**config.mk**
```make
export PLATFORM = sky130hd
export DESIGN_NAME = uopSkidReg
export DESIGN_NICKNAME = d
export VERILOG_FILES = /design/src/hw/lsuPkg.sv /design/src/hw/uopSkidReg.sv
export SDC_FILE = /design/constraint.sdc
export NUM_CORES = 1
export LEC_CHECK = 0
export BUFFER_PORTS_ARGS = -buffer_cell sky130_fd_sc_hd__buf_2
export CORE_MARGIN = 2
export CORE_UTILIZATION = 45
export CTS_BUF_LIST = sky130_fd_sc_hd__clkbuf_4
export CTS_CLUSTER_SIZE = 25
export DETAILED_ROUTE_END_ITERATION = 6
export PLACE_DENSITY_LB_ADDON = 0.2
export SLEW_MARGIN = 10
export SYNTH_ARGS = -nofsm -noshare
export SYNTH_HDL_FRONTEND = slang
export SYNTH_SLANG_ARGS = --single-unit
```
**constraint.sdc**
```tcl
create_clock -name clk -period 7.55 [get_ports clk]
set_clock_uncertainty 0.2 [all_clocks]
set_input_delay 1.1325 -clock clk [delete_from_list [all_inputs] [get_ports clk]]
set_output_delay 1.1325 -clock clk [all_outputs]
set_load 0.02 [all_outputs]
```
**src/hw/lsuPkg.sv**
```systemverilog
package lsuPkg;

    //////////////////////////////
    // widths and sizes
    localparam int ADDR_W = 32;
    localparam int DATA_W = 32;
    localparam int SEL_W = DATA_W / 8;
    localparam int SQN_W = 6;
    localparam int TAG_W = 6;
    localparam int MEM_WORDS = 256;
    localparam int MEM_IDX_W = $clog2(MEM_WORDS);
    localparam int MEM_WAIT = 2;
    localparam int WAIT_W = $clog2(MEM_WAIT + 1);

    typedef enum logic [2:0] {
        MEMC_NONE,
        MEMC_READ_BYTE,
        MEMC_READ_HALF,
        MEMC_READ_WORD,
        MEMC_WRITE_BYTE,
        MEMC_WRITE_HALF,
        MEMC_WRITE_WORD
    } MemcCmd;

    //////////////////////////////
    // micro-ops from issue
    typedef struct packed {
        logic valid;
        logic [ADDR_W-1:0] addr;
        logic [1:0] size;           // 0 byte, 1 half, 2 word
        logic signExtend;
        logic external;             // not speculative, never flushed
        logic [SQN_W-1:0] sqN;
        logic [TAG_W-1:0] tagDst;
    } LD_UOp;

    typedef struct packed {
        logic valid;
        logic [ADDR_W-1:0] addr;
        logic [DATA_W-1:0] data;    // value at bit 0, lanes picked by wmask
        logic [SEL_W-1:0] wmask;
    } ST_UOp;

    typedef struct packed {
        logic taken;
        logic [SQN_W-1:0] sqN;
    } BranchProv;

    //////////////////////////////
    // memory controller
    typedef struct packed {
        MemcCmd cmd;
        logic [ADDR_W-1:0] extAddr;
        logic [DATA_W-1:0] data;
    } MemController_Req;

    typedef struct packed {
        logic valid;
        logic [DATA_W-1:0] data;    // already shifted down to bit 0
    } MemLdRes;

    typedef struct packed {
        logic valid;
    } MemStRes;

    typedef struct packed {
        MemLdRes sglLdRes;
        MemStRes sglStRes;
    } MemController_Res;

    //////////////////////////////
    // wishbone classic
    typedef struct packed {
        logic cyc;
        logic stb;
        logic we;
        logic [ADDR_W-1:0] adr;
        logic [SEL_W-1:0] sel;
        logic [DATA_W-1:0] datW;
    } WbMaster;

    typedef struct packed {
        logic ack;
        logic [DATA_W-1:0] datR;
    } WbSlave;

endpackage

```
**src/hw/uopSkidReg.sv**
```systemverilog
module uopSkidReg #(
    parameter type T = lsuPkg::LD_UOp
) (
    input  logic clk,
    input  logic rst,

    input  logic en,
    input  T     uopIn,
    output logic inStall,

    input  logic take,
    output T     uopOut
);

    logic accept;

    // full and not drained this cycle
    assign inStall = uopOut.valid && !take;
    assign accept = en && uopIn.valid && !inStall;

    always_ff @(posedge clk) begin
        if (rst) begin
            uopOut.valid <= 1'b0;
        end else if (accept) begin
            uopOut <= uopIn;            // also refills on a take
        end else if (take) begin
            uopOut.valid <= 1'b0;
        end
    end

endmodule

```
# ---- Word level (Yosys, flattened, before mapping)
# Index checks and enable logic that the tools add are counted.
dict set report totals {
  ff_bits 49
  out_inout_bits 50
  wordCells 17
  inputBits 53
}
dict set report op_classes {
  bitwise_logic 1
  mux 2
  reduce_logical 7
}
# cell count
set op_table {}
lappend op_table {{logical AND 1 bit} 3}
lappend op_table {{logical NOT 1 bit} 2}
lappend op_table {{two-way mux 1 bit} 2}
lappend op_table {{AND reduction 2 bit} 1}
lappend op_table {{nonzero test 2 bit} 1}
lappend op_table {{inverter 1 bit} 1}

# ---- Logic depth before layout (Yosys ltp)
# Gate-level depths: netlist of the first run.
dict set report depth {
  depth_word 5
  mapped_depth 3
  ltp_nobuf 3
}

# ---- Worst setup path before layout of the first run
# No wires, ideal clock.
dict set report synth_timing {
  kind {input to register}
  start {in take}
  end {reg uopOut[0] (netlist bit) (enable)}
  required_ps 6905
  setup_ps 445
  t_arrival_ps 3214
  path_buffers 0
  slack_ps 3691
  path_stages 3
  cell_sequence {nand2b_4 -> inv_2 -> nor3_2}
}
dict set report synth_between {
  elab_chain_len 5
}
# item line_no
set synth_rtl {}
lappend synth_rtl {{start: declaration} uopSkidReg.sv:11} ;# input logic take,
lappend synth_rtl {{logical NOT 1 bit} uopSkidReg.sv:18} ;# assign inStall = uopOut.valid && !take;
lappend synth_rtl {{logical AND 1 bit} uopSkidReg.sv:18}
lappend synth_rtl {{named net inStall} uopSkidReg.sv:9} ;# output logic inStall,
lappend synth_rtl {{logical NOT 1 bit} uopSkidReg.sv:19} ;# assign accept = en && uopIn.valid && !inStall;
lappend synth_rtl {{logical AND 1 bit} uopSkidReg.sv:19}
lappend synth_rtl {{AND reduction 2 bit (no line)} -}
lappend synth_rtl {{end signal: assignment} uopSkidReg.sv:25} ;# uopOut <= uopIn;
lappend synth_rtl {{end: declaration} uopSkidReg.sv:12} ;# output T uopOut
# The timed path passes the listed nets, and every way through them passes these cells.
# A chain may end at the register's enable or synchronous reset.

# ---- Worst setup path after layout of the first run
dict set report layout_timing {
  start {in take}
  end {out inStall}
}
dict set report layout_between {
  elab_chain_len 2
}
# item line_no
set layout_rtl {}
lappend layout_rtl {{logical NOT 1 bit} uopSkidReg.sv:18}
lappend layout_rtl {{logical AND 1 bit} uopSkidReg.sv:18}
lappend layout_rtl {{end: declaration} uopSkidReg.sv:9}
# Every way passes these cells.

==> impl_metrics.yaml, run 1 <==
grt:
  overflow: 0
  grt_pass1_wl_mm: 3.73
  grt_max_degree: 20
  grt_pass1_vias: 838
  antenna_found_initial: 0
  grt.total_usage_pct: 14.5
logic_synthesis:
  yosys_warnings: 0
  synth_compound_area_share_pct: 0.334
  synth_top_family_by_area: "simple AND/OR/NAND/NOR gates"
  ys_ff_latch: 49
  synthXorXnorAreaFrac_pct: 0
  synth_cells: 54
  ys_types: 7
  muxShareOfSynthArea_pct: 0
  synth_seq_area_share_pct: 97.6
  syn_area_um2: 1500
  synth_nets: 107
  synth_area_per_cell_um2: 27.7
  synth_fa_ha_area_share_pct: 0
  synth-simple-area-share_pct: 1.84
clock_network:
  ctsResizeCount: 0
  insertion_delay_ns: 0.34
  h-tree-depth: 2
  post_cts_buffers: 0
  clockRootBuffer: "clkbuf_4"
  clkTransAtPathRegs_ns: 0.13
  cts_buffer_depth: 2
  clock-sinks: 49
  cts_tree: "yes"
  cts_buffers: 5
  postCtsHoldBufs: 0
finish:
  seq_area_um2: 1460
  top_regs: "uopOut x49"
  fillCellCount: 234
  largest_register_ff_count: 49
  drive_gt1_share_pct: 68.1
  antenna_cells: 0
  nNetsFinal: 218
  multiInputGateArea_um2: 38.8
  regMostFlops: "uopOut"
  syn2layout_area_growth_pct: 42.5
floorplanning:
  die_h_um: 61.7
  rows: 20
  start_util_pct: 48.3
  core-area_um2: 3100
  dieWidth_um: 61.7
  ioPinCount: 103
  dieArea_um2: 3810
timing:
  hold_violations: 0
  timing.final.ws_setup_ns: 4.61
  drv_slew: 0
  rsz0062_at_grt: "false"
  clock.fmax_ghz: 0.341
  slew_headroom_pct: 61.3
  finalHoldWorstSlack_ns: 0.319
  worst_pin_slew_ns: 0.579
  finalCriticalPeriod_ns: 2.94
  setup_tns_ns: 0
  setup_viol: 0
  finalCritPeriodShare_pct: 38.9
pwr:
  leakagePower_nw: 0.913
  power_density_nw_per_um2: 211
  power.total_w: 0.000450
  peakVddDrop_v: 0.000122
placement:
  place_ws_ns: 4.61
  place_congestion: 0.649
  port_buffers: 102
route:
  vias: 937
  ant_nets: 0
  drt_drc_violations_left: 0
  drt_iter0_markers: 24
  wl_per_cell_um: 13.3
  routed_wl_mm: 2.80
  firstDrtPassIters: 4
  viasPerCell: 4.46
setup_path:
  critPathMaxFanout: 2
  required_ns: 6.22
  critPathBufInv: 3
  worst-setup-path-type: "input port to output port"
  slowest_delay_ns: 0.16
  endpoint_kind: "output port"
  crit_path_start_kind: "input port"
  worst_path_most_repeated_cell: "buf_2"
  crit_path_cell_trace: "buf_2, nand2b_4, inv_2, buf_2"
  crit_family: "buffers and inverters"
  critical_path_arrival_ns: 1.60
  crit_slowest_cell: "buf_2"
outcome:
  outcome: "finished, final reports clean"
worst_hold_path:
  hold_class: "flip-flop to flip-flop"
flow_run:
  drv_cap: 0
## per-stage QoR
stage               util [%]  area [µm²]  instances
CTS                     68.8        2130        210
global route            68.8        2130        210
detailed placement      67.2        2080        202
global placement        67.2        2080        202
floorplan                  -        1500         54
finish                  68.8        2130        210
## placed cells by master, fill, tap and decap left out
cell / synthesis / routed
buf_2: 0 / 102
edfxtp_1: 48 / 48
clkbuf_4: 0 / 5
clkinv_1: 0 / 2
buf_4: 0 / 2
nand2b_4: 1 / 1
inv_2: 1 / 1
nand2_1: 1 / 1
nor3_4: 0 / 1
a21oi_1: 1 / 1
clkinv_2: 0 / 1
dfxtp_1: 1 / 1
## where the power goes
| part | internal, W | total [W] | switching, W |
|---|---|---|---|
| Sequential | 0.000308 | 0.000309 | 0.00000183 |
| Combinational | 0.0000153 | 0.0000354 | 0.0000201 |
| Clock | 0.0000338 | 0.000106 | 0.0000717 |
| Total | 0.000357 | 0.000450 | 0.0000936 |
## worst register-to-register path: stages (launching register included)
cell	delay [ns]
dfxtp_1	0.36
nand2b_4	0.08
inv_2	0.05
nor3_4	0.49
buf_4	0.37
## metal layers
| metal | GRT usage [%] | routed length, µm | vias up |
|---|---|---|---|
| met4 | 6.38 | 36 | 0 |
| met1 | 15.4 | 975 | 438 |
| met3 | 5.38 | 264 | 5 |
| met5 | 0 | 0 | - |
| met2 | 25.9 | 1530 | 57 |
| li1 | - | - | 437 |
## worst paths after layout
path | startpoint | endpoint | slack, ns | cells after the start
max | take | inStall | 4.61 | 4
min | uopOut[48] | uopOut[48] | 0.32 | 2
max reg2reg | uopOut[48] | uopOut[22] | 5.70 | 4
min reg2reg | uopOut[48] | uopOut[48] | 0.32 | 2
## cells in the mapped netlist
library cell | number | area share (%)
a21oi_1 | 1 | 0.33
nand2b_4 | 1 | 0.92
edfxtp_1 | 48 | 96
nor3_2 | 1 | 0.67
dfxtp_1 | 1 | 1.3
inv_2 | 1 | 0.25
nand2_1 | 1 | 0.25
## final cells by class
type | instances | area share (%)
Multi-Input combinational cell | 4 | 1.82
Clock buffer | 5 | 1.76
Sequential cell | 49 | 68.5
Inverter | 1 | 0.176
Clock inverter | 3 | 0.586
Tap cell | 44 | 2.58
Timing Repair Buffer | 104 | 24.6
## cell families after synthesis
family                 Yosys count
AND/OR/NAND/NOR                  3
buffers and inverters            1
flip-flops                      49
AO/OA/AOI/OAI                    1
(Power assumes the default switching activity.)
==> inputs of run 2 (changes only) <==
--- a/config.mk
+++ b/config.mk
@@ -5,9 +5,10 @@
 export SDC_FILE = /design/constraint.sdc
 export NUM_CORES = 1
 export LEC_CHECK = 0
+export ABC_AREA = 1
 export BUFFER_PORTS_ARGS = -buffer_cell sky130_fd_sc_hd__buf_2
 export CORE_MARGIN = 2
-export CORE_UTILIZATION = 45
+export CORE_UTILIZATION = 42
 export CTS_BUF_LIST = sky130_fd_sc_hd__clkbuf_4
 export CTS_CLUSTER_SIZE = 25
 export DETAILED_ROUTE_END_ITERATION = 6
==> constraint.sdc (replaced) <==
create_clock -name clk -period 2.9 [get_ports clk]
set_clock_uncertainty 0.2 [all_clocks]
set_input_delay 0.435 -clock clk [delete_from_list [all_inputs] [get_ports clk]]
set_output_delay 0.435 -clock clk [all_outputs]
set_load 0.02 [all_outputs]
==> run 2 against run 1 <==
Combinational power grew to 2.6 times the previous value. Setup slack got worse by 3.5 ns. Clock power rose to 2.7 times the previous value. Largest cell class unchanged. Cell count is 1.9% higher. Critical path depth stayed put. Cell area is 0.53% higher. Sequential power rose to 2.6 times the previous value. Total power rose to 2.6 times the previous value. Worst hold slack lost 0.27 ns.
==> impl_metrics.yaml, run 2 <==
outcome:
  outcome: "finished, final reports clean"
finish:
  finalNonFillerCells: 214
  regMostFlops: "uopOut"
  antenna_cells: 0
  drive_gt1_share_pct: 66.7
  nNetsFinal: 220
  largest_register_ff_count: 49
  fillCellCount: 265
  final_cell_mix: "buf_2 (102), edfxtp_1 (48), clkbuf_4 (5), inv_1 (3), nand2_1 (2)"
  syn2layout_area_growth_pct: 43.3
  top_regs: "uopOut x49"
  layout_commonest_cell: "buf_2"
clock_network:
  cts_buffers: 5
  cts_tree: "yes"
  clock-sinks: 49
  post_cts_buffers: 0
  h-tree-depth: 2
  clockRootBuffer: "clkbuf_4"
  insertion_delay_ns: 0.34
  clkTransAtPathRegs_ns: 0.13
  ctsResizeCount: 0
  cts_buffer_depth: 2
  postCtsHoldBufs: 0
grt:
  grt_pass1_wl_mm: 3.88
  grt.total_usage_pct: 13.4
  grt_max_degree: 30
  use_met1_pct: 13.7
  grt_pass1_vias: 868
  busiest_layer: "met2"
  use_met2_pct: 22.6
  grt_use_met3_pct: 6.96
  overflow: 0
  antenna_found_initial: 0
route:
  firstDrtPassIters: 2
  drt_drc_violations_left: 0
  viasPerCell: 4.29
  vias: 919
  drt_iter0_markers: 32
  routed_wl_mm: 2.71
  wl_per_cell_um: 12.6
  ant_nets: 0
timing:
  finalCritPeriodShare_pct: 60.2
  slew_headroom_pct: 60.0
  clock.fmax_ghz: 0.572
  setup_viol: 0
  worst_pin_slew_ns: 0.598
  finalHoldWorstSlack_ns: 0.0479
  hold_violations: 0
  rsz0062_at_grt: "false"
  drv_slew: 0
  finalCriticalPeriod_ns: 1.75
  timing.final.ws_setup_ns: 1.15
  setup_tns_ns: 0
logic_synthesis:
  async_flop_share_pct: 0
  synth_edf_count: 48
  synth_nets: 110
  synth_commonest_cells: "edfxtp_1 (48), inv_1 (3), nand2_1 (2)"
  synth_most_common_cell: "edfxtp_1"
  yosys_warnings: 0
  synth_area_per_cell_um2: 26.3
  ys_ff_latch: 49
  synth_ff_type: "edfxtp_1"
  synth_cells: 57
  ys_types: 7
  synth_largest_area_cell: "edfxtp_1"
  syn_area_um2: 1500
  synth_seq_area_share_pct: 97.6
  yosysTopAreaCellShare_pct: 96.2
  synth.area.top_cells: "edfxtp_1 (96%), dfxtp_1 (1.3%), inv_1 (0.75%)"
pwr:
  power.total_w: 0.00118
  power_density_nw_per_um2: 551
  peakVddDrop_v: 0.000353
  leakagePower_nw: 0.926
floorplanning:
  core-area_um2: 3390
  start_util_pct: 44.2
  ioPinCount: 103
  rows: 21
  dieArea_um2: 4060
  die_h_um: 63.7
  dieWidth_um: 63.7
setup_path:
  crit_path_start_kind: "flip-flop"
  required_ns: 2.76
  critPathMaxFanout: 29
  slowest_delay_ns: 0.48
  worst-setup-path-type: "flip-flop to flip-flop"
  crit_slowest_cell: "nor2_4"
  crit_family: "simple AND/OR/NAND/NOR gates"
  critPathBufInv: 1
  critical_path_arrival_ns: 1.60
  endpoint_kind: "flip-flop"
  crit_path_cell_trace: "nand2_2, nand2_1, nor2_4, buf_12"
placement:
  dp.cells: 206
  port_buffers: 102
  place_congestion: 0.646
  dp_hpwl_mm: 2.06
  place_ws_ns: 0.897
worst_hold_path:
  hold_class: "input port to flip-flop"
flow_run:
  drv_cap: 0
## run 2: changes by cell type after synthesis
cell	before	now
inv_2	1	0
nand2_2	0	1
nand2b_4	1	0
nor2_2	0	1
inv_1	0	3
nor3_2	1	0
nand2_1	1	2
## run 2: worst paths after layout
path                                 start    endpoint  slack [ns]  depth (start not counted)
worst min register to register  uopOut[48]  uopOut[48]        0.32                          2
worst max-delay path            uopOut[48]  uopOut[30]        1.15                          4
worst max register to register  uopOut[48]  uopOut[30]        1.15                          4
worst min-delay path             uopIn[29]  uopOut[29]        0.05                          1
## run 2: layout make-up
type	count	area, µm²	share of cell area, %
clock buffers	5	37.5	1.75
flip-flops and latches	49	1460	68.1
repair buffers	103	531	24.7
multi-input cells	5	30.0	1.40
well taps	46	57.6	2.68
clock inverters	3	17.5	0.816
inverters	3	11.3	0.525
## run 2: logic make-up after synthesis
family          Yosys count  share of synthesized area [%]
flops                    49                           97.6
simple gates              4                           1.34
buf+inv                   3                          0.752
compound gates            1                          0.334
## run 2: stage by stage
stage / cell area [µm²] / utilization, %
global route: 2150 / 63.3
global placement: 2090 / 61.7
detailed placement: 2090 / 61.7
floorplan: 1500 / -
CTS: 2150 / 63.3
finish: 2150 / 63.3
## run 2: worst reg2reg max path, stage by stage (launching register included)
cell and delay (ns):
dfxtp_1 0.34, nand2_2 0.08, nand2_1 0.09, nor2_4 0.48
buf_12 0.27
## run 2: per-layer routing
layer,part of all wire (%),wire length [µm]
met1,36,974
met5,0,0
met2,50,1360
met4,1.0,27
met3,13,339
## run 2: power by group
part / switching, W / internal [W]
registers: 0.00000442 / 0.000801
clock network: 0.000192 / 0.0000921
logic: 0.0000524 / 0.0000399
total: 0.000249 / 0.000933
