===== src/hw/lsuPkg.sv =====
package lsuPkg;

    //////////////////////////////
    // widths and sizes
    localparam int ADDR_W = 32;
    localparam int DATA_W = 32;
    localparam int SEL_W = DATA_W / 8;
    localparam int SQN_W = 6;
    localparam int TAG_W = 6;
    localparam int MEM_WORDS = 256;
    localparam int MEM_IDX_W = $clog2(MEM_WORDS);
    localparam int MEM_WAIT = 2;
    localparam int WAIT_W = $clog2(MEM_WAIT + 1);

    typedef enum logic [2:0] {
        MEMC_NONE,
        MEMC_READ_BYTE,
        MEMC_READ_HALF,
        MEMC_READ_WORD,
        MEMC_WRITE_BYTE,
        MEMC_WRITE_HALF,
        MEMC_WRITE_WORD
    } MemcCmd;

    //////////////////////////////
    // micro-ops from issue
    typedef struct packed {
        logic valid;
        logic [ADDR_W-1:0] addr;
        logic [1:0] size;           // 0 byte, 1 half, 2 word
        logic signExtend;
        logic external;             // not speculative, never flushed
        logic [SQN_W-1:0] sqN;
        logic [TAG_W-1:0] tagDst;
    } LD_UOp;

    typedef struct packed {
        logic valid;
        logic [ADDR_W-1:0] addr;
        logic [DATA_W-1:0] data;    // value at bit 0, lanes picked by wmask
        logic [SEL_W-1:0] wmask;
    } ST_UOp;

    typedef struct packed {
        logic taken;
        logic [SQN_W-1:0] sqN;
    } BranchProv;

    //////////////////////////////
    // memory controller
    typedef struct packed {
        MemcCmd cmd;
        logic [ADDR_W-1:0] extAddr;
        logic [DATA_W-1:0] data;
    } MemController_Req;

    typedef struct packed {
        logic valid;
        logic [DATA_W-1:0] data;    // already shifted down to bit 0
    } MemLdRes;

    typedef struct packed {
        logic valid;
    } MemStRes;

    typedef struct packed {
        MemLdRes sglLdRes;
        MemStRes sglStRes;
    } MemController_Res;

    //////////////////////////////
    // wishbone classic
    typedef struct packed {
        logic cyc;
        logic stb;
        logic we;
        logic [ADDR_W-1:0] adr;
        logic [SEL_W-1:0] sel;
        logic [DATA_W-1:0] datW;
    } WbMaster;

    typedef struct packed {
        logic ack;
        logic [DATA_W-1:0] datR;
    } WbSlave;

endpackage


===== src/hw/bypassLsu.sv =====
module bypassLsu (
    input  logic clk,
    input  logic rst,

    input  lsuPkg::BranchProv branch,

    input  lsuPkg::LD_UOp uopLd,
    output logic takeLd,

    input  lsuPkg::ST_UOp uopSt,
    output logic takeSt,

    input  logic ldStall,
    output lsuPkg::LD_UOp uopLdOut,
    output logic [lsuPkg::DATA_W-1:0] ldData,

    output lsuPkg::MemController_Req memcReq,
    input  lsuPkg::MemController_Res memcRes
);

    typedef enum logic [1:0] {
        IDLE,
        WAIT_LD,
        WAIT_ST
    } LsuState;

    LsuState state;
    lsuPkg::LD_UOp activeLd;

    logic canAccept;
    logic ldKeep;
    logic activeFlush;
    lsuPkg::MemcCmd stCmd;
    lsuPkg::MemcCmd ldCmd;
    logic [1:0] stOff;

    // younger than a taken branch and still speculative
    function automatic logic flushedBy(lsuPkg::BranchProv br, logic ext,
                                       logic [lsuPkg::SQN_W-1:0] sqN);
        return br.taken && !ext && ($signed(sqN - br.sqN) > 0);
    endfunction

    function automatic logic [lsuPkg::DATA_W-1:0] extend(logic [lsuPkg::DATA_W-1:0] d,
                                                         logic [1:0] size, logic sx);
        logic [lsuPkg::DATA_W-1:0] r;
        case (size)
            2'd0: r = {{(lsuPkg::DATA_W - 8){sx && d[7]}}, d[7:0]};
            2'd1: r = {{(lsuPkg::DATA_W - 16){sx && d[15]}}, d[15:0]};
            default: r = d;
        endcase
        return r;
    endfunction

    //////////////////////////////
    // arbitration, store first
    always_comb begin
        canAccept = (state == IDLE) && !uopLdOut.valid;
        takeSt = canAccept && uopSt.valid;
        takeLd = canAccept && uopLd.valid && !uopSt.valid;
        ldKeep = !flushedBy(branch, uopLd.external, uopLd.sqN);
        activeFlush = flushedBy(branch, activeLd.external, activeLd.sqN);

        // lowest written lane
        stOff = 2'd0;
        for (int i = lsuPkg::SEL_W - 1; i >= 0; i--) begin
            if (uopSt.wmask[i]) begin
                stOff = 2'(i);
            end
        end

        case (uopSt.wmask)
            4'b0001, 4'b0010, 4'b0100, 4'b1000: stCmd = lsuPkg::MEMC_WRITE_BYTE;
            4'b0011, 4'b1100: stCmd = lsuPkg::MEMC_WRITE_HALF;
            default: stCmd = lsuPkg::MEMC_WRITE_WORD;   // bad masks become word
        endcase

        case (uopLd.size)
            2'd0: ldCmd = lsuPkg::MEMC_READ_BYTE;
            2'd1: ldCmd = lsuPkg::MEMC_READ_HALF;
            default: ldCmd = lsuPkg::MEMC_READ_WORD;
        endcase
    end

    //////////////////////////////
    // FSM and result register
    always_ff @(posedge clk) begin
        if (rst) begin
            state <= IDLE;
            activeLd.valid <= 1'b0;
            uopLdOut.valid <= 1'b0;
            memcReq.cmd <= lsuPkg::MEMC_NONE;
        end else begin
            memcReq.cmd <= lsuPkg::MEMC_NONE;   // one cycle pulse

            if (uopLdOut.valid && !ldStall) begin
                uopLdOut.valid <= 1'b0;
            end
            if (state == WAIT_LD && activeFlush) begin
                activeLd.valid <= 1'b0;         // bus cycle still completes
            end

            case (state)
                IDLE: begin
                    if (takeSt) begin
                        memcReq.cmd <= stCmd;
                        memcReq.extAddr <= {uopSt.addr[lsuPkg::ADDR_W-1:2], stOff};
                        memcReq.data <= uopSt.data;
                        state <= WAIT_ST;
                    end else if (takeLd && ldKeep) begin
                        memcReq.cmd <= ldCmd;
                        memcReq.extAddr <= uopLd.addr;
                        activeLd <= uopLd;
                        state <= WAIT_LD;
                    end
                end
                WAIT_LD: begin
                    if (memcRes.sglLdRes.valid) begin
                        if (activeLd.valid && !activeFlush) begin
                            uopLdOut <= activeLd;
                            ldData <= extend(memcRes.sglLdRes.data, activeLd.size,
                                             activeLd.signExtend);
                        end
                        state <= IDLE;
                    end
                end
                WAIT_ST: begin
                    if (memcRes.sglStRes.valid) begin
                        state <= IDLE;
                    end
                end
                default: state <= IDLE;
            endcase
        end
    end

endmodule


===== config.mk =====
export PLATFORM = sky130hd
export DESIGN_NAME = bypassLsu
export DESIGN_NICKNAME = d
export VERILOG_FILES = /design/src/hw/lsuPkg.sv /design/src/hw/bypassLsu.sv
export SDC_FILE = /design/constraint.sdc
export NUM_CORES = 1
export LEC_CHECK = 0
export BUFFER_PORTS_ARGS = -buffer_cell sky130_fd_sc_hd__buf_2
export CAP_MARGIN = 20
export CORE_ASPECT_RATIO = 0.5
export CORE_UTILIZATION = 51
export DETAILED_ROUTE_END_ITERATION = 10
export MAX_ROUTING_LAYER = met4
export PLACE_DENSITY = 0.95
export SYNTH_ARGS = -nofsm -noshare
export SYNTH_HDL_FRONTEND = slang
export SYNTH_SLANG_ARGS = --single-unit

===== constraint.sdc =====
create_clock -name clk -period 15.5 [get_ports clk]
set_input_delay 2.325 -clock clk [delete_from_list [all_inputs] [get_ports clk]]
set_output_delay 2.325 -clock clk [all_outputs]
set_load 0.1 [all_outputs]

==> Word-level counts from Yosys, hierarchy flattened <==
Cells that the tools add are included.
{ "op_classes": {"n_bitwise": 3, "order_cmp": 2, "n_eq_ne": 13, "add_sub_neg": 2, "n_mux": 22, "n_reduce_logical": 33} }
{ "ops": {"columns": ["operator", "n"], "rows": [
  ["$mux 49", 6],
  ["$mux 35", 2],
  ["$pmux 32 s2", 1],
  ["$mux 2", 8],
  ["$logic_and 1x1->1", 14],
  ["$gt 6x1->1 const B", 2],
  ["$sub 6x6->6", 2],
  ["$reduce_and 3->1", 3],
  ["$eq 4x2->1 const B", 2],
  ["$eq 4x4->1 const B", 2],
  ["$pmux 2 s2", 2],
  ["$reduce_and 4->1", 2],
  ["$logic_not 1->1", 7],
  ["$eq 2x1->1 const B", 3],
  ["$logic_not 2->1", 3],
  ["$pmux 2 s3", 1],
  ["$eq 4x1->1 const B", 1],
  ["$eq 4x3->1 const B", 1],
  ["$ne 2x2->1 const B", 2],
  ["$reduce_or 2->1", 2],
  ["$reduce_or 4->1", 1],
  ["$ne 3x2->1 const B", 1],
  ["$not 1->1", 3],
  ["$eq 2x2->1 const B", 1],
  ["2 further kinds", 3]
]} }
{ "totals": {"output_inout_bits": 150, "inputBits": 162, "wordCells": 94, "regBits": 199} }

==> Longest topological paths before layout <==
Gate-level depths: netlist of run 1.
{ "depth": {"word_depth": 8, "mapped_depth": 11, "ltp_nobuf": 10} }

==> Worst setup path before layout of run 1 <==
OpenSTA, ideal clock, no wires.
{ "synth_timing": {"path_kind": "input to register", "from": "input port branch[0] (netlist bit)", "to": "register ldData[0] (netlist bit), enable pin", "stages": 8, "setup_time_ns": 0.547, "path_slack_ns": 7.521, "t_required_ns": 14.953, "t_arrival_ns": 7.433, "path_buffers": 0, "cell_sequence": "ha_1 -> inv_1 -> fa_1 -> a21o_1 -> a21oi_1 -> xor2_1 -> a41oi_1 -> a21oi_1"} }
{ "synth_between": {"elab_chain_len": 6} }
{ "synth_lines": {"columns": ["item", "line", "text"], "rows": [
  ["start, declared", "bypassLsu.sv:5", "input lsuPkg::BranchProv branch,"],
  ["$sub 6x6->6", "bypassLsu.sv:40", "return br.taken && !ext && ($signed(sqN - br.sqN) > 0);"],
  ["$gt 6x1->1", "bypassLsu.sv:40", null],
  ["$logic_and 1x1->1", "bypassLsu.sv:40", null],
  ["$logic_not 1->1", "bypassLsu.sv:118", "if (activeLd.valid && !activeFlush) begin"],
  ["$logic_and 1x1->1", "bypassLsu.sv:118", null],
  ["$reduce_and 4->1 (no source line)", null, null],
  ["end signal, assigned", "bypassLsu.sv:120", "ldData <= extend(memcRes.sglLdRes.data, activeLd.size,"],
  ["end, declared", "bypassLsu.sv:15", "output logic [lsuPkg::DATA_W-1:0] ldData,"]
]} }
No other way between the ends.
A chain may end at the register's enable or synchronous reset.

==> Final worst setup path of run 1 <==
{ "layout_timing": {"from": "input port uopSt[68] (netlist bit)", "to": "output port takeSt"} }
{ "layout_between": {"elab_chain_len": 1} }
{ "layout_lines": {"columns": ["item", "line", "text"], "rows": [
  ["start, declared", "bypassLsu.sv:10", "input lsuPkg::ST_UOp uopSt,"],
  ["$logic_and 1x1->1", "bypassLsu.sv:58", "takeSt = canAccept && uopSt.valid;"],
  ["end, declared", "bypassLsu.sv:11", "output logic takeSt,"]
]} }
No other way between the ends.

==> impl_results.md, run 1 <==
* Clock share of power at 35.3%
* Area share of the largest cell type after synthesis at 81.00%
* Count of final setup violators at 0
* Fin. max-slew vios at 0
* Longest Clk Path Bufs at 2
* Core area at 13590 µm²
* FF+latch count, synth at 199
* First-pass GRT wire length at 24190 µm
* NumNets Final at 864
* Worst slew pin tran at 0.9430 ns
* RSZ-0062 raised after global routing: false
* Post-CTS setup buffers at 0
* GR Util All Layers at 23.52%
* Final worst-path cycle share at 37.36%
* Total power draw at 1.203 mW
* Die width at 169.1 µm
* CTS tree: done
* Residual DRC count at 0
* Post-synth cell types at 39
* DR WL/cell at 18.24 µm
* Mapped Cells at 368
* Avg Cell Area, Syn at 19.34 µm²
* P_int at 0.8651 mW
* Num CTS Buffers at 17
* GRT overflow at 0
* Top delay family on crit path: buffers and inverters
* Initial Util at 52.38%
* Resized Gates After CTS at 0
* DRT iter0 DRCs at 252
* Dpl ws at 9.722 ns
* Syn. warnings at 0
* Mapped Nets at 542
* Vias in the first global route at 4620
* Cell with the most instances after synthesis: edfxtp_1
* Pwr dens at 126.9 nW/µm²
* CP dominant cell by count: buf_2
* Drt pass-1 iters at 4
* Ys flop type: edfxtp_1
* Crit. End Element: output port
* Time the worst path needs with I/O delays and setup at 5.791 ns
* Startpoint types: input port
* Max frequency at 172.7 MHz
* Lkg Pwr at 3.964 nW
* Sequential share of power at 51.0%
* Crit-path cells: buf_2, nand2_1, clkinv_1, buf_4, buf_2
* Dpl hpwl at 12180 µm
* Max-cap viol count at 0
* Logic pwr share at 13.7%
* CTS Sinks at 199
* Via density at 5.088
* Status: complete, no violations
* FP Rows at 30
* Synth top cells by count: edfxtp_1, a22o_1, a21o_1
* Maximum VDD drop at 0.00008733 V
* Routability Congestion at 0.8477
* Clock slew seen by the registers of the worst setup and hold paths at 0.08 ns
* Crit Path Max Fanout at 35
* IO buf count at 309
* DR vias at 4564
* Antenna violations before repair at 2
* Net Sw Frac at 28.11%
* Synth area leaders: edfxtp_1, a22o_1, a21o_1, dfxtp_1, ha_1
* H-tree Lvls at 4
* Rel. slew slack at 36.86%
* Worst EP arrival at 3.47 ns
* DRT antenna net count at 0
* Worst EP required at 13.18 ns
* Sequential element share of the synthesized area at 82.97%
* Number of synthesized flops with an enable pin at 192
* Total wire length at 16360 µm
* WP buf/inv at 4
* Clk Latency, worst-skew pair at 0.41 ns
* Clk_skew at 0.01218 ns
* Area growth, synth to finish at 33.22%
* I/O pins at 312
* Root Driver: clkbuf_16
* Hold Path Class: reg2reg
* Crit path kind: in2out
* Setup TNS at 0 ns
* Final hold viol count at 0
* Post-synth ARST share at 0%
* Area leader, netlist: edfxtp_1
* Die ar. at 14460 µm²
* Post-Syn Area at 7118 µm²
* Psw at 0.3382 mW
* Die height at 85.54 µm
* Crit-path max cell delay at 0.51 ns
* Cts hold-fix bufs at 0
* Share of cells above drive strength 1 at 50.36%
* Final WS setup at 9.709 ns
* Largest net degree at the start of global routing at 67
* Worst path slowest cell: buf_2
## state kept, by name, summed over array words and instances, names as in the netlist
name	cells
memcReq	67
activeLd	49
uopLdOut	49
ldData	32
state	2
## worst reg2reg max path: stages (launching register included)
cell and delay (ns):
edfxtp_1 0.39, inv_1 0.07, ha_1 0.15, inv_1 0.06, fa_1 0.40, a21o_1 0.20
a21oi_1 0.17, xor2_1 0.19, a41oi_1 0.23, a21oi_4 0.51, buf_4 0.73
## metrics by stage
| stage | hold WS [ns] | cell area, µm² | std cells | util [%] |
|---|---|---|---|---|
| CTS | 0.4198 | 9478 | 895 | 69.75 |
| floorplan | 0.4003 | 7118 | 368 | - |
| detailed placement | 0.4045 | 8895 | 863 | 65.46 |
| finish | 0.4180 | 9483 | 897 | 69.79 |
| global placement | 0.4003 | 8895 | 863 | 65.46 |
| global route | 0.4229 | 9483 | 897 | 69.79 |
## final timing paths
path	start	to	slack, ns	cells after the start
min reg2reg	activeLd[1]$_DFFE_PP_	uopLdOut[1]$_DFFE_PP_	0.42	0
max	uopSt[68]	takeSt	9.71	5
max reg2reg	activeLd[6]$_DFFE_PP_	ldData[21]$_DFFE_PP_	11.94	10
min	activeLd[1]$_DFFE_PP_	uopLdOut[1]$_DFFE_PP_	0.42	0
## layout make-up
type | instances | area, µm²
sequential | 199 | 5906
fill | 942 | 4105
timing repair buffer | 315 | 1592
multi-input combinational | 147 | 1120
clock buffer | 17 | 425.4
tap | 192 | 240.2
clock inverter | 15 | 157.7
inverter | 10 | 37.54
antenna | 2 | 5.005
## layer usage
layer	global-route usage, %	part of all wire, %
met4	8.190	1.8
met2	40.16	53
met5	-	0
met1	28.04	40
met3	5.215	5.1
## power by group through the flow
stage | Clock (mW) | Sequential, mW | Combinational, mW
floorplan | 0 | 0.705 | 0.0405
global placement | 0 | 0.625 | 0.160
detailed placement | 0 | 0.626 | 0.165
CTS | 0.431 | 0.614 | 0.166
global route | 0.451 | 0.615 | 0.173
finish | 0.424 | 0.614 | 0.165
## cell families (layout without fill, tap and decap cells)
kind of cell / after synthesis / after routing / synth area share [%]
adder cells (fa/ha/maj): 12 / 12 / 2.320
XOR/XNOR: 10 / 10 / 1.231
buffers and inverters: 22 / 357 / 1.512
AND/OR/NAND/NOR: 43 / 43 / 3.146
flip-flops: 199 / 199 / 82.97
multiplexers: 1 / 1 / 0.1406
other: 0 / 2 / 0
AO/OA/AOI/OAI: 81 / 81 / 8.684
## layout by cell type (no fill, tap or decap), types with 2 or more instances in the layout
cell type	count
o21a_1	2
a21o_1	19
nor2_1	8
buf_4	6
xor2_1	3
nand2_1	11
clkbuf_16	17
ha_1	10
xnor2_1	7
diode_2	2
buf_2	309
a21oi_1	6
fa_1	2
clkinv_8	3
or2_2	2
o21ai_0	9
dfxtp_1	7
nand3_1	4
a31oi_1	2
nand2b_1	3
edfxtp_1	192
a22o_1	32
clkinv_4	2
a32o_1	2
inv_8	4
nand4b_1	2
inv_6	4
nor3_1	4
nor2b_1	4
inv_1	9
clkinv_1	2
Note: power is estimated with default switching activity, not from simulation.
==> run 2: changes to the inputs <==
--- a/config.mk
+++ b/config.mk
@@ -8,10 +8,10 @@
 export BUFFER_PORTS_ARGS = -buffer_cell sky130_fd_sc_hd__buf_2
 export CAP_MARGIN = 20
 export CORE_ASPECT_RATIO = 0.5
-export CORE_UTILIZATION = 51
+export CORE_UTILIZATION = 43
 export DETAILED_ROUTE_END_ITERATION = 10
 export MAX_ROUTING_LAYER = met4
-export PLACE_DENSITY = 0.95
+export PLACE_DENSITY = 0.88
 export SYNTH_ARGS = -nofsm -noshare
 export SYNTH_HDL_FRONTEND = slang
 export SYNTH_SLANG_ARGS = --single-unit
==> constraint.sdc (replaced) <==
create_clock -name clk -period 4.8 [get_ports clk]
set_input_delay 0.72 -clock clk [delete_from_list [all_inputs] [get_ports clk]]
set_output_delay 0.72 -clock clk [all_outputs]
set_load 0.1 [all_outputs]
==> impl_results.md, run 2 (synthesized netlist as in run 1, its figures left out) <==
* Status: complete, no violations
* First-pass GRT wire length at 24370 µm
* Die height at 92.98 µm
* Most common cell after layout, fill and taps aside: buf_2
* Time the worst path needs with I/O delays and setup at 3.126 ns
* GR Util All Layers at 19.95%
* Via density at 4.929
* Crit. End Element: output port
* Max reg flops at 67
* Clock share of power at 36.1%
* FP Rows at 32
* DR vias at 4564
* Clk Latency, worst-skew pair at 0.42 ns
* Reg2reg setup slack at 1.89 ns
* NumNets Final at 866
* Die ar. at 17100 µm²
* Top Registers: memcReq: 67 flops, activeLd: 49 flops, uopLdOut: 49 flops
* Maximum VDD drop at 0.0002612 V
* Routability Congestion at 0.8141
* Largest Register: memcReq
* DRT iter0 DRCs at 242
* Vias in the first global route at 4679
* Max-cap viol count at 0
* Root Driver: clkbuf_16
* CTS tree: done
* Lkg Pwr at 3.989 nW
* Total wire length at 16680 µm
* GRT overflow at 0
* Longest Clk Path Bufs at 2
* Crit path from: state[0]$_SDFFE_PP0P_
* Worst setup path endpoint: takeSt
* Post-CTS setup buffers at 0
* Fin. max-slew vios at 0
* Resized Gates After CTS at 0
* Residual DRC count at 0
* Largest net degree at the start of global routing at 82
* Reg2reg start: activeLd[6]$_DFFE_PP_
* DR WL/cell at 18.01 µm
* CTS Sinks at 199
* Worst EP arrival at 2.41 ns
* Initial Util at 45.12%
* P_int at 2.805 mW
* Max frequency at 319.9 MHz
* Pwr dens at 410.8 nW/µm²
* Sequential share of power at 50.3%
* Fillers at 1220
* IO buf count at 309
* Hold Crit Depth at 0
* Worst slew pin tran at 0.5894 ns
* Setup TNS at 0 ns
* DRT antenna net count at 0
* Rel. slew slack at 60.53%
* Fin util at 60.71%
* Hold Path Class: reg2reg
* Worst EP required at 4.08 ns
* R2r endpoint: uopLdOut[15]$_DFFE_PP_
* Cts hold-fix bufs at 0
* Antenna cell count at 0
* Dpl hpwl at 12320 µm
* Die width at 184.0 µm
* Psw at 1.129 mW
* Net Sw Frac at 28.70%
* Core area at 15780 µm²
* Crit path kind: reg2out
* Count of final setup violators at 0
* Final hold viol count at 0
* Share of cells above drive strength 1 at 50.64%
* Antenna violations before repair at 0
* Drt pass-1 iters at 5
* Crit Path Max Fanout at 35
* Startpoint types: flop
* Final worst-path cycle share at 65.12%
* Most frequent cells in the layout: buf_2, edfxtp_1, a22o_1
* Worst r2r path cells at 10
* Area growth, synth to finish at 34.54%
* Clock slew seen by the registers of the worst setup and hold paths at 0.08 ns
* RSZ-0062 raised after global routing: false
* Num CTS Buffers at 17
* Logic pwr share at 13.6%
* H-tree Lvls at 4
* I/O pins at 312
* Clk_skew at 0.01132 ns
[run 2: cell count changes in the layout (fill, tap and decap cells not counted), sizes merged]
| cell | delta |
|---|---|
| diode | -2 |
| buf | +2 |
[run 2: layer usage]
| metal | wire, µm | vias to the layer above | GRT usage [%] | part of all wire (%) |
|---|---|---|---|---|
| li1 | - | 2109 | - | - |
| met2 | 9232 | 172 | 36.46 | 55 |
| met4 | 310 | 0 | 7.222 | 1.9 |
| met5 | 0 | - | - | 0 |
| met3 | 769 | 26 | 4.206 | 4.6 |
| met1 | 6368 | 2257 | 21.69 | 38 |
[run 2: cell type report]
| type | instances | area (µm²) | share of cell area (%) |
|---|---|---|---|
| clock buffer | 17 | 425.4 | 4.442 |
| inverter | 10 | 37.54 | 0.3920 |
| sequential | 199 | 5906 | 61.67 |
| multi-input combinational | 147 | 1120 | 11.69 |
| clock inverter | 15 | 176.4 | 1.842 |
| timing repair buffer | 317 | 1635 | 17.08 |
| tap | 221 | 276.5 | 2.887 |
[run 2: power groups by stage]
stage	Clock, mW	Sequential (mW)	Combinational [mW]
finish	1.42	1.98	0.536
global route	1.50	1.98	0.562
detailed placement	0	2.02	0.536
CTS	1.45	1.98	0.537
global placement	0	2.02	0.520
floorplan	0	2.28	0.131
[run 2: worst min path at each step]
stage	from	end	slack, ns
2_1_floorplan	activeLd[0]$_DFFE_PP_	uopLdOut[0]$_DFFE_PP_	0.40
4_1_cts	activeLd[39]$_DFFE_PP_	uopLdOut[39]$_DFFE_PP_	0.41
3_3_place_gp	activeLd[27]$_DFFE_PP_	uopLdOut[27]$_DFFE_PP_	0.40
3_5_place_dp	activeLd[26]$_DFFE_PP_	uopLdOut[26]$_DFFE_PP_	0.40
6_report	activeLd[39]$_DFFE_PP_	uopLdOut[39]$_DFFE_PP_	0.41
5_1_grt	activeLd[26]$_DFFE_PP_	uopLdOut[26]$_DFFE_PP_	0.43
[run 2: per-stage QoR]
step	setup WS (ns)	power, mW	cell area [µm²]	hold WS [ns]	instances
6_report	1.674	3.934	9577	0.4118	926
5_1_grt	1.526	4.048	9577	0.4255	926
4_1_cts	1.705	3.967	9565	0.4139	925
3_5_place_dp	1.278	2.556	8964	0.4045	893
3_3_place_gp	1.373	2.537	8964	0.4001	893
2_1_floorplan	0.01609	2.409	7122	0.4003	368
[run 2: worst max-delay path: stages (launching register included)]
cell	delay (ns)
dfxtp_1	0.36
nor3_1	0.42
nand2_1	0.26
clkinv_1	0.09
buf_4	0.35
buf_2	0.50
