### config.mk
export PLATFORM = sky130hd
export DESIGN_NAME = memcWishbone
export DESIGN_NICKNAME = d
export VERILOG_FILES = /design/src/hw/lsuPkg.sv /design/src/hw/memcWishbone.sv
export SDC_FILE = /design/constraint.sdc
export NUM_CORES = 1
export LEC_CHECK = 0
export BUFFER_PORTS_ARGS = -buffer_cell sky130_fd_sc_hd__buf_2
export CORE_MARGIN = 3
export CORE_UTILIZATION = 51
export CTS_CLUSTER_DIAMETER = 120
export DETAILED_ROUTE_END_ITERATION = 8
export PLACE_DENSITY = 0.83
export SLEW_MARGIN = 5
export SYNTH_ARGS = -nofsm -noshare
export SYNTH_HDL_FRONTEND = slang
export SYNTH_SLANG_ARGS = --single-unit
export TNS_END_PERCENT = 100
### constraint.sdc
create_clock -name clk -period 18.22 [get_ports clk]
set_input_delay 3.644 -clock clk [delete_from_list [all_inputs] [get_ports clk]]
set_output_delay 3.644 -clock clk [all_outputs]
set_load 0.005 [all_outputs]
### src/hw/lsuPkg.sv
package lsuPkg;

    //////////////////////////////
    // widths and sizes
    localparam int ADDR_W = 32;
    localparam int DATA_W = 32;
    localparam int SEL_W = DATA_W / 8;
    localparam int SQN_W = 6;
    localparam int TAG_W = 6;
    localparam int MEM_WORDS = 256;
    localparam int MEM_IDX_W = $clog2(MEM_WORDS);
    localparam int MEM_WAIT = 2;
    localparam int WAIT_W = $clog2(MEM_WAIT + 1);

    typedef enum logic [2:0] {
        MEMC_NONE,
        MEMC_READ_BYTE,
        MEMC_READ_HALF,
        MEMC_READ_WORD,
        MEMC_WRITE_BYTE,
        MEMC_WRITE_HALF,
        MEMC_WRITE_WORD
    } MemcCmd;

    //////////////////////////////
    // micro-ops from issue
    typedef struct packed {
        logic valid;
        logic [ADDR_W-1:0] addr;
        logic [1:0] size;           // 0 byte, 1 half, 2 word
        logic signExtend;
        logic external;             // not speculative, never flushed
        logic [SQN_W-1:0] sqN;
        logic [TAG_W-1:0] tagDst;
    } LD_UOp;

    typedef struct packed {
        logic valid;
        logic [ADDR_W-1:0] addr;
        logic [DATA_W-1:0] data;    // value at bit 0, lanes picked by wmask
        logic [SEL_W-1:0] wmask;
    } ST_UOp;

    typedef struct packed {
        logic taken;
        logic [SQN_W-1:0] sqN;
    } BranchProv;

    //////////////////////////////
    // memory controller
    typedef struct packed {
        MemcCmd cmd;
        logic [ADDR_W-1:0] extAddr;
        logic [DATA_W-1:0] data;
    } MemController_Req;

    typedef struct packed {
        logic valid;
        logic [DATA_W-1:0] data;    // already shifted down to bit 0
    } MemLdRes;

    typedef struct packed {
        logic valid;
    } MemStRes;

    typedef struct packed {
        MemLdRes sglLdRes;
        MemStRes sglStRes;
    } MemController_Res;

    //////////////////////////////
    // wishbone classic
    typedef struct packed {
        logic cyc;
        logic stb;
        logic we;
        logic [ADDR_W-1:0] adr;
        logic [SEL_W-1:0] sel;
        logic [DATA_W-1:0] datW;
    } WbMaster;

    typedef struct packed {
        logic ack;
        logic [DATA_W-1:0] datR;
    } WbSlave;

endpackage

### src/hw/memcWishbone.sv
module memcWishbone (
    input  logic clk,
    input  logic rst,

    input  lsuPkg::MemController_Req memcReq,
    output lsuPkg::MemController_Res memcRes,

    output lsuPkg::WbMaster wbM,
    input  lsuPkg::WbSlave wbS
);

    lsuPkg::MemcCmd curCmd;
    logic [1:0] curOff;

    logic reqWrite;
    logic [lsuPkg::SEL_W-1:0] reqSel;
    logic [lsuPkg::DATA_W-1:0] reqLanes;
    logic [lsuPkg::DATA_W-1:0] rdShift;
    logic [lsuPkg::DATA_W-1:0] rdData;

    //////////////////////////////
    // lane mapping
    always_comb begin
        reqSel = '1;
        reqLanes = memcReq.data;
        case (memcReq.cmd)
            lsuPkg::MEMC_READ_BYTE, lsuPkg::MEMC_WRITE_BYTE: begin
                reqSel = lsuPkg::SEL_W'(1) << memcReq.extAddr[1:0];
                reqLanes = {4{memcReq.data[7:0]}};      // byte on every lane
            end
            lsuPkg::MEMC_READ_HALF, lsuPkg::MEMC_WRITE_HALF: begin
                reqSel = memcReq.extAddr[1] ? 4'b1100 : 4'b0011;
                reqLanes = {2{memcReq.data[15:0]}};
            end
            default: ;
        endcase

        reqWrite = memcReq.cmd inside {lsuPkg::MEMC_WRITE_BYTE, lsuPkg::MEMC_WRITE_HALF,
                                       lsuPkg::MEMC_WRITE_WORD};

        // read lanes down to bit 0
        rdShift = wbS.datR >> {curOff, 3'b000};
        case (curCmd)
            lsuPkg::MEMC_READ_BYTE: rdData = {{(lsuPkg::DATA_W - 8){1'b0}}, rdShift[7:0]};
            lsuPkg::MEMC_READ_HALF: rdData = {{(lsuPkg::DATA_W - 16){1'b0}}, rdShift[15:0]};
            default: rdData = wbS.datR;
        endcase
    end

    //////////////////////////////
    // bus cycle
    always_ff @(posedge clk) begin
        if (rst) begin
            wbM.cyc <= 1'b0;
            wbM.stb <= 1'b0;
            memcRes.sglLdRes.valid <= 1'b0;
            memcRes.sglStRes.valid <= 1'b0;
        end else begin
            memcRes.sglLdRes.valid <= 1'b0;
            memcRes.sglStRes.valid <= 1'b0;

            if (!wbM.cyc) begin
                if (memcReq.cmd != lsuPkg::MEMC_NONE) begin
                    wbM.cyc <= 1'b1;
                    wbM.stb <= 1'b1;
                    wbM.we <= reqWrite;
                    wbM.adr <= {memcReq.extAddr[lsuPkg::ADDR_W-1:2], 2'b00};
                    wbM.sel <= reqSel;
                    wbM.datW <= reqLanes;
                    curCmd <= memcReq.cmd;
                    curOff <= memcReq.extAddr[1:0];
                end
            end else if (wbS.ack) begin
                wbM.cyc <= 1'b0;
                wbM.stb <= 1'b0;
                if (wbM.we) begin
                    memcRes.sglStRes.valid <= 1'b1;
                end else begin
                    memcRes.sglLdRes.valid <= 1'b1;
                    memcRes.sglLdRes.data <= rdData;
                end
            end
        end
    end

endmodule

After elaboration in Yosys (flattened, before gate mapping)
Cells that the tools add are included.
- register bits: 108
- input port bits: 102
- output and inout bits: 105
- word-level logic and storage cells: 43
- equal/unequal tests: 8
- shifts and indexed selects: 2
- multiplexer cells: 9
- bitwise gates (word level): 4
- reduce and logical (&&, ||, !) cells: 9
- operators by type and width (kind ; count):
    32-bit one-hot mux with 2 select lines ; 2
    71-bit two-way mux ; 1
    33-bit two-way mux ; 1
    32-bit by 5-bit right shift with 16-bit output ; 1
    3-bit equality test, second input constant ; 3
    4-bit one-hot mux with 2 select lines ; 1
    3-bit by 1-bit equality test with 1-bit output, second input constant ; 2
    3-bit by 2-bit equality test with 1-bit output, second input constant ; 2
    3-bit nonzero test ; 2
    2-bit two-way mux ; 2
    4-bit two-way mux ; 1
    1-bit inverter ; 4
    4-bit AND reduction ; 1
    2-bit OR reduction ; 2
    1-bit by 2-bit << shifter with 4-bit output, first input constant ; 1
    3-bit AND reduction ; 1
    3-bit OR reduction ; 1
    2-bit by 1-bit inequality test with 1-bit output, second input constant ; 1
    2-bit AND reduction ; 1
    2-bit nonzero test ; 1
    1-bit two-way mux ; 1

Logic depth before layout (Yosys ltp)
Gate-level depths: netlist of the first run.
- depth after elaboration: 5
- gate-level depth with buffers: 5
- depth with buffers taken out: 3

Worst setup path after synthesis of the first run
OpenSTA, ideal clock, no wires.
- path kind: input -> register
- start: in memcReq[66] (netlist bit)
- end: reg curCmd[0] (enable)
- library setup time: 591 ps
- arrival: 9111 ps
- required time: 17629 ps
- path slack: 8518 ps
- stages on the path: 4
- path buffers: 2
- path through: buf_2 > clkbuf_1 > nor3_1 > nor3_1
- cells in the longest elaborated chain, start to end: 2
- ends and longest elaborated chain (element ; line ; text):
    start: declaration ; memcWishbone.sv:5 ; input lsuPkg::MemController_Req memcReq,
    3-bit nonzero test ; memcWishbone.sv:63 ; if (memcReq.cmd != lsuPkg::MEMC_NONE) begin
    3-bit AND reduction (no line) ; n/a ;
    end signal: assignment ; memcWishbone.sv:70 ; curCmd <= memcReq.cmd;
    end: declaration ; memcWishbone.sv:12 ; lsuPkg::MemcCmd curCmd;
Every way passes these cells.
A chain may end at the register's enable or synchronous reset.

Worst setup path in the final report of the first run
- start: in memcReq[66] (netlist bit)
- end: reg wbM[21] (netlist bit) (data pin)
- cells in the longest elaborated chain, start to end: 3
- elaborated cells between the ends (all ways): 7
- classes of those cells: eq/ne (4); mux (1); reduce/logical (2)
- ends and longest elaborated chain (element ; line ; text):
    3-bit equality test, or another cell as far along ; memcWishbone.sv:26 ; case (memcReq.cmd)
    2-bit OR reduction ; memcWishbone.sv:26 ;
    32-bit one-hot mux with 2 select lines (*) ; memcWishbone.sv:26 ;
    named net reqLanes (one bit) ; memcWishbone.sv:17 ; logic [lsuPkg::DATA_W-1:0] reqLanes;
    end: declaration ; memcWishbone.sv:8 ; output lsuPkg::WbMaster wbM,
Mark *: on every way through the listed nets, which the timed path passes. The rest lies on a longest branch.

==> results by group, run 1 <==
STA
  – Clock skew: 0.0130 ns
  – Worst setup slack after layout: 12.95 ns
  – Final hold vios: 0
  – Max-slew violations: 0
  – Slew HR: 25.3%
  – Unrepaired setup endpoints after global routing: no
  – FMAX: 190 MHz
  – Final setup fails: 0
  – Final period utilization: 28.9%
  – TNS Setup: 0 ns
  – Period minus WS final: 5.27 ns
  – Worst slew pin tran: 1.12 ns

Floorplanning
  – IO Count: 207
  – Row cnt: 34
  – Die X: 103 µm
  – Core ar.: 0.00889 mm²
  – Die height: 103 µm
  – Die area: 0.0105 mm²
  – Starting Density: 53.5%

Critical path
  – Worst Path Required: 18.33 ns
  – CP Launch Type: input port
  – Slowest cell on the critical path: xnor2_2
  – Critical path type: input port to flip-flop
  – R2R Setup Slk: 15.77 ns
  – Reg2reg path depth: 3
  – Sum of buffers and inverters on the critical path: 1
  – FF-to-FF End: memcRes[3]
  – Worst setup path start: memcReq[66]
  – CP Max Fanout: 28
  – Worst path cell trace: buf_2 > nor2_1 > xnor2_2 > mux2_2
  – Worst R2R Start: curCmd[0]
  – Data arrival, critical path: 5.38 ns
  – Worst path top cell family by delay: XOR/XNOR gates
  – CP Capture Type: flip-flop
  – Critical path depth: 4
  – CP max stage delay: 0.55 ns
  – Critical path endpoint: wbM[21]

Global routing
  – Vias in the first global route: 3347
  – Global-route total usage across every layer: 20.4%
  – Initial antenna violation count: 0
  – Grt ovf: 0
  – Largest net degree at the start of global routing: 45
  – Global-route wire length before repair: 16.7 mm

Synth
  – Post-synthesis register bit count: 108
  – Yosys warning count: 0
  – Synth unique cells: 40
  – Mapped Area: 0.00476 mm²
  – Synth Instances: 324
  – Synthesized area per cell: 14.7 µm²
  – Sequential area share after synthesis: 67.3%

Final layout
  – Layout filler cell count: 625
  – Area of the multi-input gates: 0.00142 mm²
  – Flip-flop and latch area: 0.00320 mm²
  – Nets@finish: 622
  – Ant diodes: 0
  – Share of cells above drive strength 1: 46.9%
  – Area growth syn-to-layout: 26.6%

Route
  – Antenna Nets Post-Route: 0
  – Routed WL per cell: 17.8 µm
  – Routed vias/inst: 5.60
  – Final WL: 11.2 mm
  – DRC viols: 0
  – DRT Pass-1 Iters: 6
  – 1st-iter DRT viols: 287
  – Via count: 3545

Hold path
  – WHS Path Cells: 2
  – Worst Min Path Start: wbM[69]
  – Min-Delay Path Class: flip-flop to flip-flop

Place
  – Port Buffer Count: 204
  – GPL Wtd Cong: 0.871
  – Detail Placement HPWL: 8.24 mm
  – Setup WS pre-CTS: 12.56 ns

Run status
  – Status: complete, no violations

Clock network
  – PostCTS Resize Cnt: 0
  – CTS Hold Buffers Added: 0
  – Post-CTS setup buffer count: 0
  – Clk buf depth: 2
  – Clock Sinks: 108
  – H-tree Lvls: 3
  – Clock Pin Slew Worst Setup and Hold Paths: 0.10 ns
  – Root Buffer: clkbuf_8
  – CTS tree: yes
  – Latest clock arrival within the worst-skew pair: 0.36 ns
  – Total CTS buffers: 9

Power
  – Pleak: 2.50 nW
  – Power density over the cells: 82.5 mW/mm²
  – Peak VDD IR: 0.0000450 V

Job
  – Max-cap violation count: 0
-- flip-flops by register name (all words and copies together), names as in the netlist --
| signal | flops |
|---|---|
| curOff | 2 |
| wbM | 69 |
| memcRes | 34 |
| curCmd | 3 |
-- cells in the mapped netlist, drive strengths merged --
library cell	instances	area share (%)
and3	2	0.26
o21ai	24	2.5
and2	16	2.1
nor2	8	0.68
conb	1	0.079
o211a	6	1.3
nor3b	1	0.16
a21boi	1	0.16
a2bb2oi	15	2.8
o211ai	2	0.32
a21oi	1	0.11
a31oi	2	0.26
mux2i	18	3.8
a211oi	1	0.16
and3b	2	0.37
nor4	1	0.13
a2111oi	4	0.74
inv	10	0.79
dfxtp	4	1.7
buf	11	1.4
edfxtp	104	66
or3	2	0.26
mux2	18	4.3
nor2b	7	0.92
nand2	3	0.24
nor4b	8	1.5
o32ai	8	1.5
a211o	8	1.5
nor3	10	1.1
or2	2	0.26
clkbuf	12	0.95
a21o	1	0.16
nand3b	8	1.3
xnor2	3	0.87
-- worst reg2reg max path: stages, from the launching register on --
cell,delay (ns)
edfxtp_1,0.48
xnor2_2,0.64
or2_0,0.93
a211o_1,0.27
-- layout by cell type, fill, tap and decap left out, types with 9 or more instances in the layout --
| cell type | n |
|---|---|
| mux2i_1 | 18 |
| and2_1 | 16 |
| o21ai_0 | 24 |
| mux2_2 | 18 |
| inv_1 | 10 |
| clkbuf_8 | 9 |
| edfxtp_1 | 104 |
| buf_2 | 204 |
| a2bb2oi_1 | 15 |
-- how the worst min path moves through the flow --
| stage | end |
|---|---|
| final | wbM[69] |
| after CTS | wbM[69] |
| after global routing | wbM[69] |
| after floorplan | wbM[69] |
| after detailed placement | wbM[69] |
| after global placement | wbM[69] |
-- per-stage QoR --
stage	utilization, %	cell area, µm²	power [W]	hold WS [ns]	instances
2_1_floorplan	-	4760	0.000335	0.480	325
3_3_place_gp	65.7	5840	0.000362	0.466	617
3_5_place_dp	65.7	5840	0.000365	0.483	617
4_1_cts	67.7	6020	0.000500	0.524	633
5_1_grt	67.7	6020	0.000515	0.563	633
6_report	67.7	6020	0.000497	0.532	633
-- report_power, final --
| group | internal, W | switching, W | leakage, nW | total, W |
|---|---|---|---|---|
| logic | 0.0000317 | 0.0000345 | 1.41 | 0.0000662 |
| registers | 0.000288 | 0.00000545 | 1.00 | 0.000293 |
| clock network | 0.0000531 | 0.0000842 | 0.0913 | 0.000137 |
-- final cells by class --
type | instances | share of cell area, %
flip-flops and latches | 108 | 53.2
clock buffers | 10 | 2.12
repair buffers | 207 | 17.3
well taps | 108 | 2.24
clock inverters | 6 | 0.935
inverters | 10 | 0.623
multi-input cells | 184 | 23.6
-- metal layers --
metal	vias to the layer above	routed length, µm	GRT usage, %
met5	-	0	0
met4	0	108	5.85
met3	18	995	4.19
met2	198	5720	34.8
met1	1678	4420	26.5
li1	1651	-	-
-- kinds of logic after synthesis --
family          Yosys count  synth area share (%)
flops                   108                  67.3
compound gates           73                  11.4
simple gates             70                  9.18
mux                      36                  8.05
buf+inv                  33                  3.10
xor+xnor                  3                 0.868
other cells               1                0.0788
Note: power is estimated with default switching activity, not from simulation.
==> run 2: changes to the inputs <==
--- a/config.mk
+++ b/config.mk
@@ -7,10 +7,10 @@
 export LEC_CHECK = 0
 export BUFFER_PORTS_ARGS = -buffer_cell sky130_fd_sc_hd__buf_2
 export CORE_MARGIN = 3
-export CORE_UTILIZATION = 51
+export CORE_UTILIZATION = 48
 export CTS_CLUSTER_DIAMETER = 120
 export DETAILED_ROUTE_END_ITERATION = 8
-export PLACE_DENSITY = 0.83
+export PLACE_DENSITY = 0.79
 export SLEW_MARGIN = 5
 export SYNTH_ARGS = -nofsm -noshare
 export SYNTH_HDL_FRONTEND = slang
==> constraint.sdc (replaced) <==
create_clock -name clk -period 5.3 [get_ports clk]
set_input_delay 1.06 -clock clk [delete_from_list [all_inputs] [get_ports clk]]
set_output_delay 1.06 -clock clk [all_outputs]
set_load 0.005 [all_outputs]
==> run 2 against run 1 <==
Combinational power increased to 3.4 times the previous value. Wire length is 1.4% lower. Worst setup slack got worse by 10 ns. Clock skew fell by 0.0012 ns. Highest routed layer unchanged.
==> results by group, run 2 (synthesis gave the netlist of run 1 again) <==
Run status
  – Status: complete, no violations (unchanged)

Global routing
  – Global-route total usage across every layer: 19.3% (was 20.4%)
  – Largest net degree at the start of global routing: 73 (was 45)
  – Grt ovf: 0 (unchanged)
  – Global-route wire length before repair: 17.2 mm (was 16.7 mm)
  – Initial antenna violation count: 0 (unchanged)
  – Vias in the first global route: 3328 (was 3347)

STA
  – Slew HR: 29.8% (was 25.3%)
  – TNS Setup: 0 ns (unchanged)
  – FMAX: 374 MHz
  – Final setup fails: 0 (unchanged)
  – Unrepaired setup endpoints after global routing: no (unchanged)
  – Final period utilization: 50.4%
  – Worst slew pin tran: 1.05 ns (was 1.12 ns)
  – Period minus WS final: 2.67 ns
  – Final hold vios: 0 (unchanged)
  – WHS: 0.531 ns (was 0.532 ns)
  – Max-slew violations: 0 (unchanged)
  – Clock skew: 0.0118 ns (was 0.0130 ns)

Power
  – Sequential share of power: 58.8% (was 59.0%)
  – Logic pwr share: 13.2% (was 13.3%)
  – Clk pwr share: 28.0% (was 27.6%)
  – Net switching power figure: 0.000433 W (was 0.000124 W)
  – Peak VDD IR: 0.000144 V (was 0.0000450 V)
  – Pwr Total: 0.00172 W (was 0.000497 W)
  – P_int: 0.00128 W (was 0.000373 W)
  – Pleak: 2.51 nW (was 2.50 nW)
  – Power density over the cells: 283 mW/mm² (was 82.5 mW/mm²)
  – Switch share: 25.3% (was 25.0%)

Final layout
  – Layout filler cell count: 697 (was 625)
  – Largest register FFs: 69 (unchanged)
  – Finished Core Util: 64.3% (was 67.7%)
  – Nets@finish: 621 (was 622)
  – Fin area: 0.00605 mm² (was 0.00602 mm²)
  – Area growth syn-to-layout: 27.2% (was 26.6%)
  – Commonest cells after routing, fill and taps aside: buf_2, edfxtp_1, o21ai_0, mux2i_1, mux2_2 (unchanged)
  – Biggest registers after layout: wbM (69), memcRes (34), curCmd (3) (unchanged)
  – Share of cells above drive strength 1: 46.9% (about the same)
  – Most common cell after layout, fill and taps aside: buf_2 (unchanged)
  – Ant diodes: 0 (unchanged)
  – Biggest register: wbM (unchanged)

Critical path
  – CP Capture Type: flip-flop (unchanged)
  – CP Max Fanout: 28 (unchanged)
  – Reg2reg path depth: 3 (unchanged)
  – Worst R2R Start: curCmd[0] (unchanged)
  – Data arrival, critical path: 2.79 ns (was 5.38 ns)
  – Critical path type: input port to flip-flop (unchanged)
  – R2R Setup Slk: 2.92 ns (was 15.77 ns)
  – Worst path cell trace: buf_2 > nor2_1 > xnor2_2 > mux2_2 (unchanged)
  – Worst path top cell family by delay: XOR/XNOR gates (unchanged)
  – CP Launch Type: input port (unchanged)
  – CP max stage delay: 0.55 ns (about the same)
  – Worst Path Required: 5.42 ns (was 18.33 ns)
  – Sum of buffers and inverters on the critical path: 1 (unchanged)
  – Slowest cell on the critical path: xnor2_2 (unchanged)
  – FF-to-FF End: memcRes[6] (was memcRes[3])

Job
  – Max-cap violation count: 0 (unchanged)

Place
  – Dpl cell area: 0.00586 mm² (was 0.00584 mm²)
  – Detail Placement HPWL: 8.11 mm (was 8.24 mm)
  – Port Buffer Count: 204 (unchanged)
  – GPL Wtd Cong: 0.861 (was 0.871)

Route
  – Met1 WL: 4.59 mm (was 4.42 mm)
  – Final WL: 11.1 mm (was 11.2 mm)
  – Met2 routed WL: 5.54 mm (was 5.72 mm)
  – Via count: 3439 (was 3545)
  – Routed vias/inst: 5.27 (was 5.60)
  – Uppermost layer routed: met4 (unchanged)
  – DRC viols: 0 (unchanged)
  – 1st-iter DRT viols: 204 (was 287)
  – Antenna Nets Post-Route: 0 (unchanged)
  – Routed WL per cell: 17.0 µm (was 17.8 µm)
  – Met3 WL post-DR: 938 µm (was 995 µm)
  – DRT Pass-1 Iters: 4 (was 6)

Clock network
  – Latest clock arrival within the worst-skew pair: 0.36 ns (about the same)
  – Total CTS buffers: 9 (unchanged)
  – Clk buf depth: 2 (unchanged)
  – Clock Sinks: 108 (unchanged)
  – H-tree Lvls: 3 (unchanged)
  – Root Buffer: clkbuf_8 (unchanged)
  – Post-CTS setup buffer count: 0 (unchanged)
  – Clock Pin Slew Worst Setup and Hold Paths: 0.10 ns (about the same)
  – PostCTS Resize Cnt: 0 (unchanged)
  – CTS Hold Buffers Added: 0 (unchanged)
  – CTS tree: yes (unchanged)

Hold path
  – WHS Path Cells: 2 (unchanged)
  – Hold Path End: wbM[69] (unchanged)
  – Worst Min Path Start: wbM[69] (unchanged)
  – Min-Delay Path Class: flip-flop to flip-flop (unchanged)

Floorplanning
  – Die area: 0.0111 mm² (was 0.0105 mm²)
  – IO Count: 207 (unchanged)
  – Starting Density: 50.5% (was 53.5%)
  – Die height: 106 µm (was 103 µm)
  – Core ar.: 0.00942 mm² (was 0.00889 mm²)
  – Row cnt: 35 (was 34)
  – Die X: 106 µm (was 103 µm)
==> run 2: cell count changes in the layout (fill, tap and decap cells not counted) <==
cell,previous run,this run
inv_6,2,1
nor3_2,2,1
buf_4,3,2
clkbuf_1,1,0
nor3_4,0,1
clkinv_2,0,1
inv_8,2,3
clkinv_4,1,2
clkinvlp_4,1,0
==> run 2: power groups by stage <==
stage / sequential, W / combinational [W] / clock [W]
detailed placement: 0.00103 / 0.000227 / 0
CTS: 0.00101 / 0.000227 / 0.000497
global route: 0.00101 / 0.000249 / 0.000527
floorplan: 0.00103 / 0.000119 / 0
finish: 0.00101 / 0.000226 / 0.000481
global placement: 0.00103 / 0.000219 / 0
==> run 2: worst max path at each step <==
stage / cells after the start / from / end / slack [ns]
6_report: 4 / memcReq[66] / wbM[22] / 2.63
5_1_grt: 4 / memcReq[66] / wbM[22] / 2.50
4_1_cts: 4 / memcReq[66] / wbM[22] / 2.63
3_5_place_dp: 4 / memcReq[66] / wbM[17] / 2.22
3_3_place_gp: 4 / memcReq[66] / wbM[16] / 2.33
2_1_floorplan: 4 / memcReq[66] / curCmd[0] / 0.39
==> run 2: worst register-to-register path, delay by kind of cell, from the launching register on <==
family / cells / cell delay, ns
simple gates: 1 / 0.88
xor+xnor: 1 / 0.62
flops: 1 / 0.47
compound gates: 1 / 0.26
==> run 2: cell type report <==
cell class / instances / area, µm² / share of cell area, %
clock buffer: 9 / 124 / 2.05
timing repair buffer: 206 / 1040 / 17.1
sequential: 108 / 3200 / 52.9
inverter: 10 / 37.5 / 0.620
clock inverter: 7 / 65.1 / 1.07
tap: 129 / 161 / 2.67
multi-input combinational: 184 / 1430 / 23.6
==> run 2: per-stage QoR <==
step	cells	setup WS, ns
5_1_grt	653	2.50
2_1_floorplan	325	0.387
4_1_cts	653	2.63
3_3_place_gp	637	2.33
6_report	653	2.63
3_5_place_dp	637	2.22
==> run 2: routing by layer <==
layer  vias to the layer above  track usage (%)
li1                       1656                -
met1                      1619             24.9
met2                       160             32.7
met3                         4             5.76
met4                         0             3.98
met5                         -                0
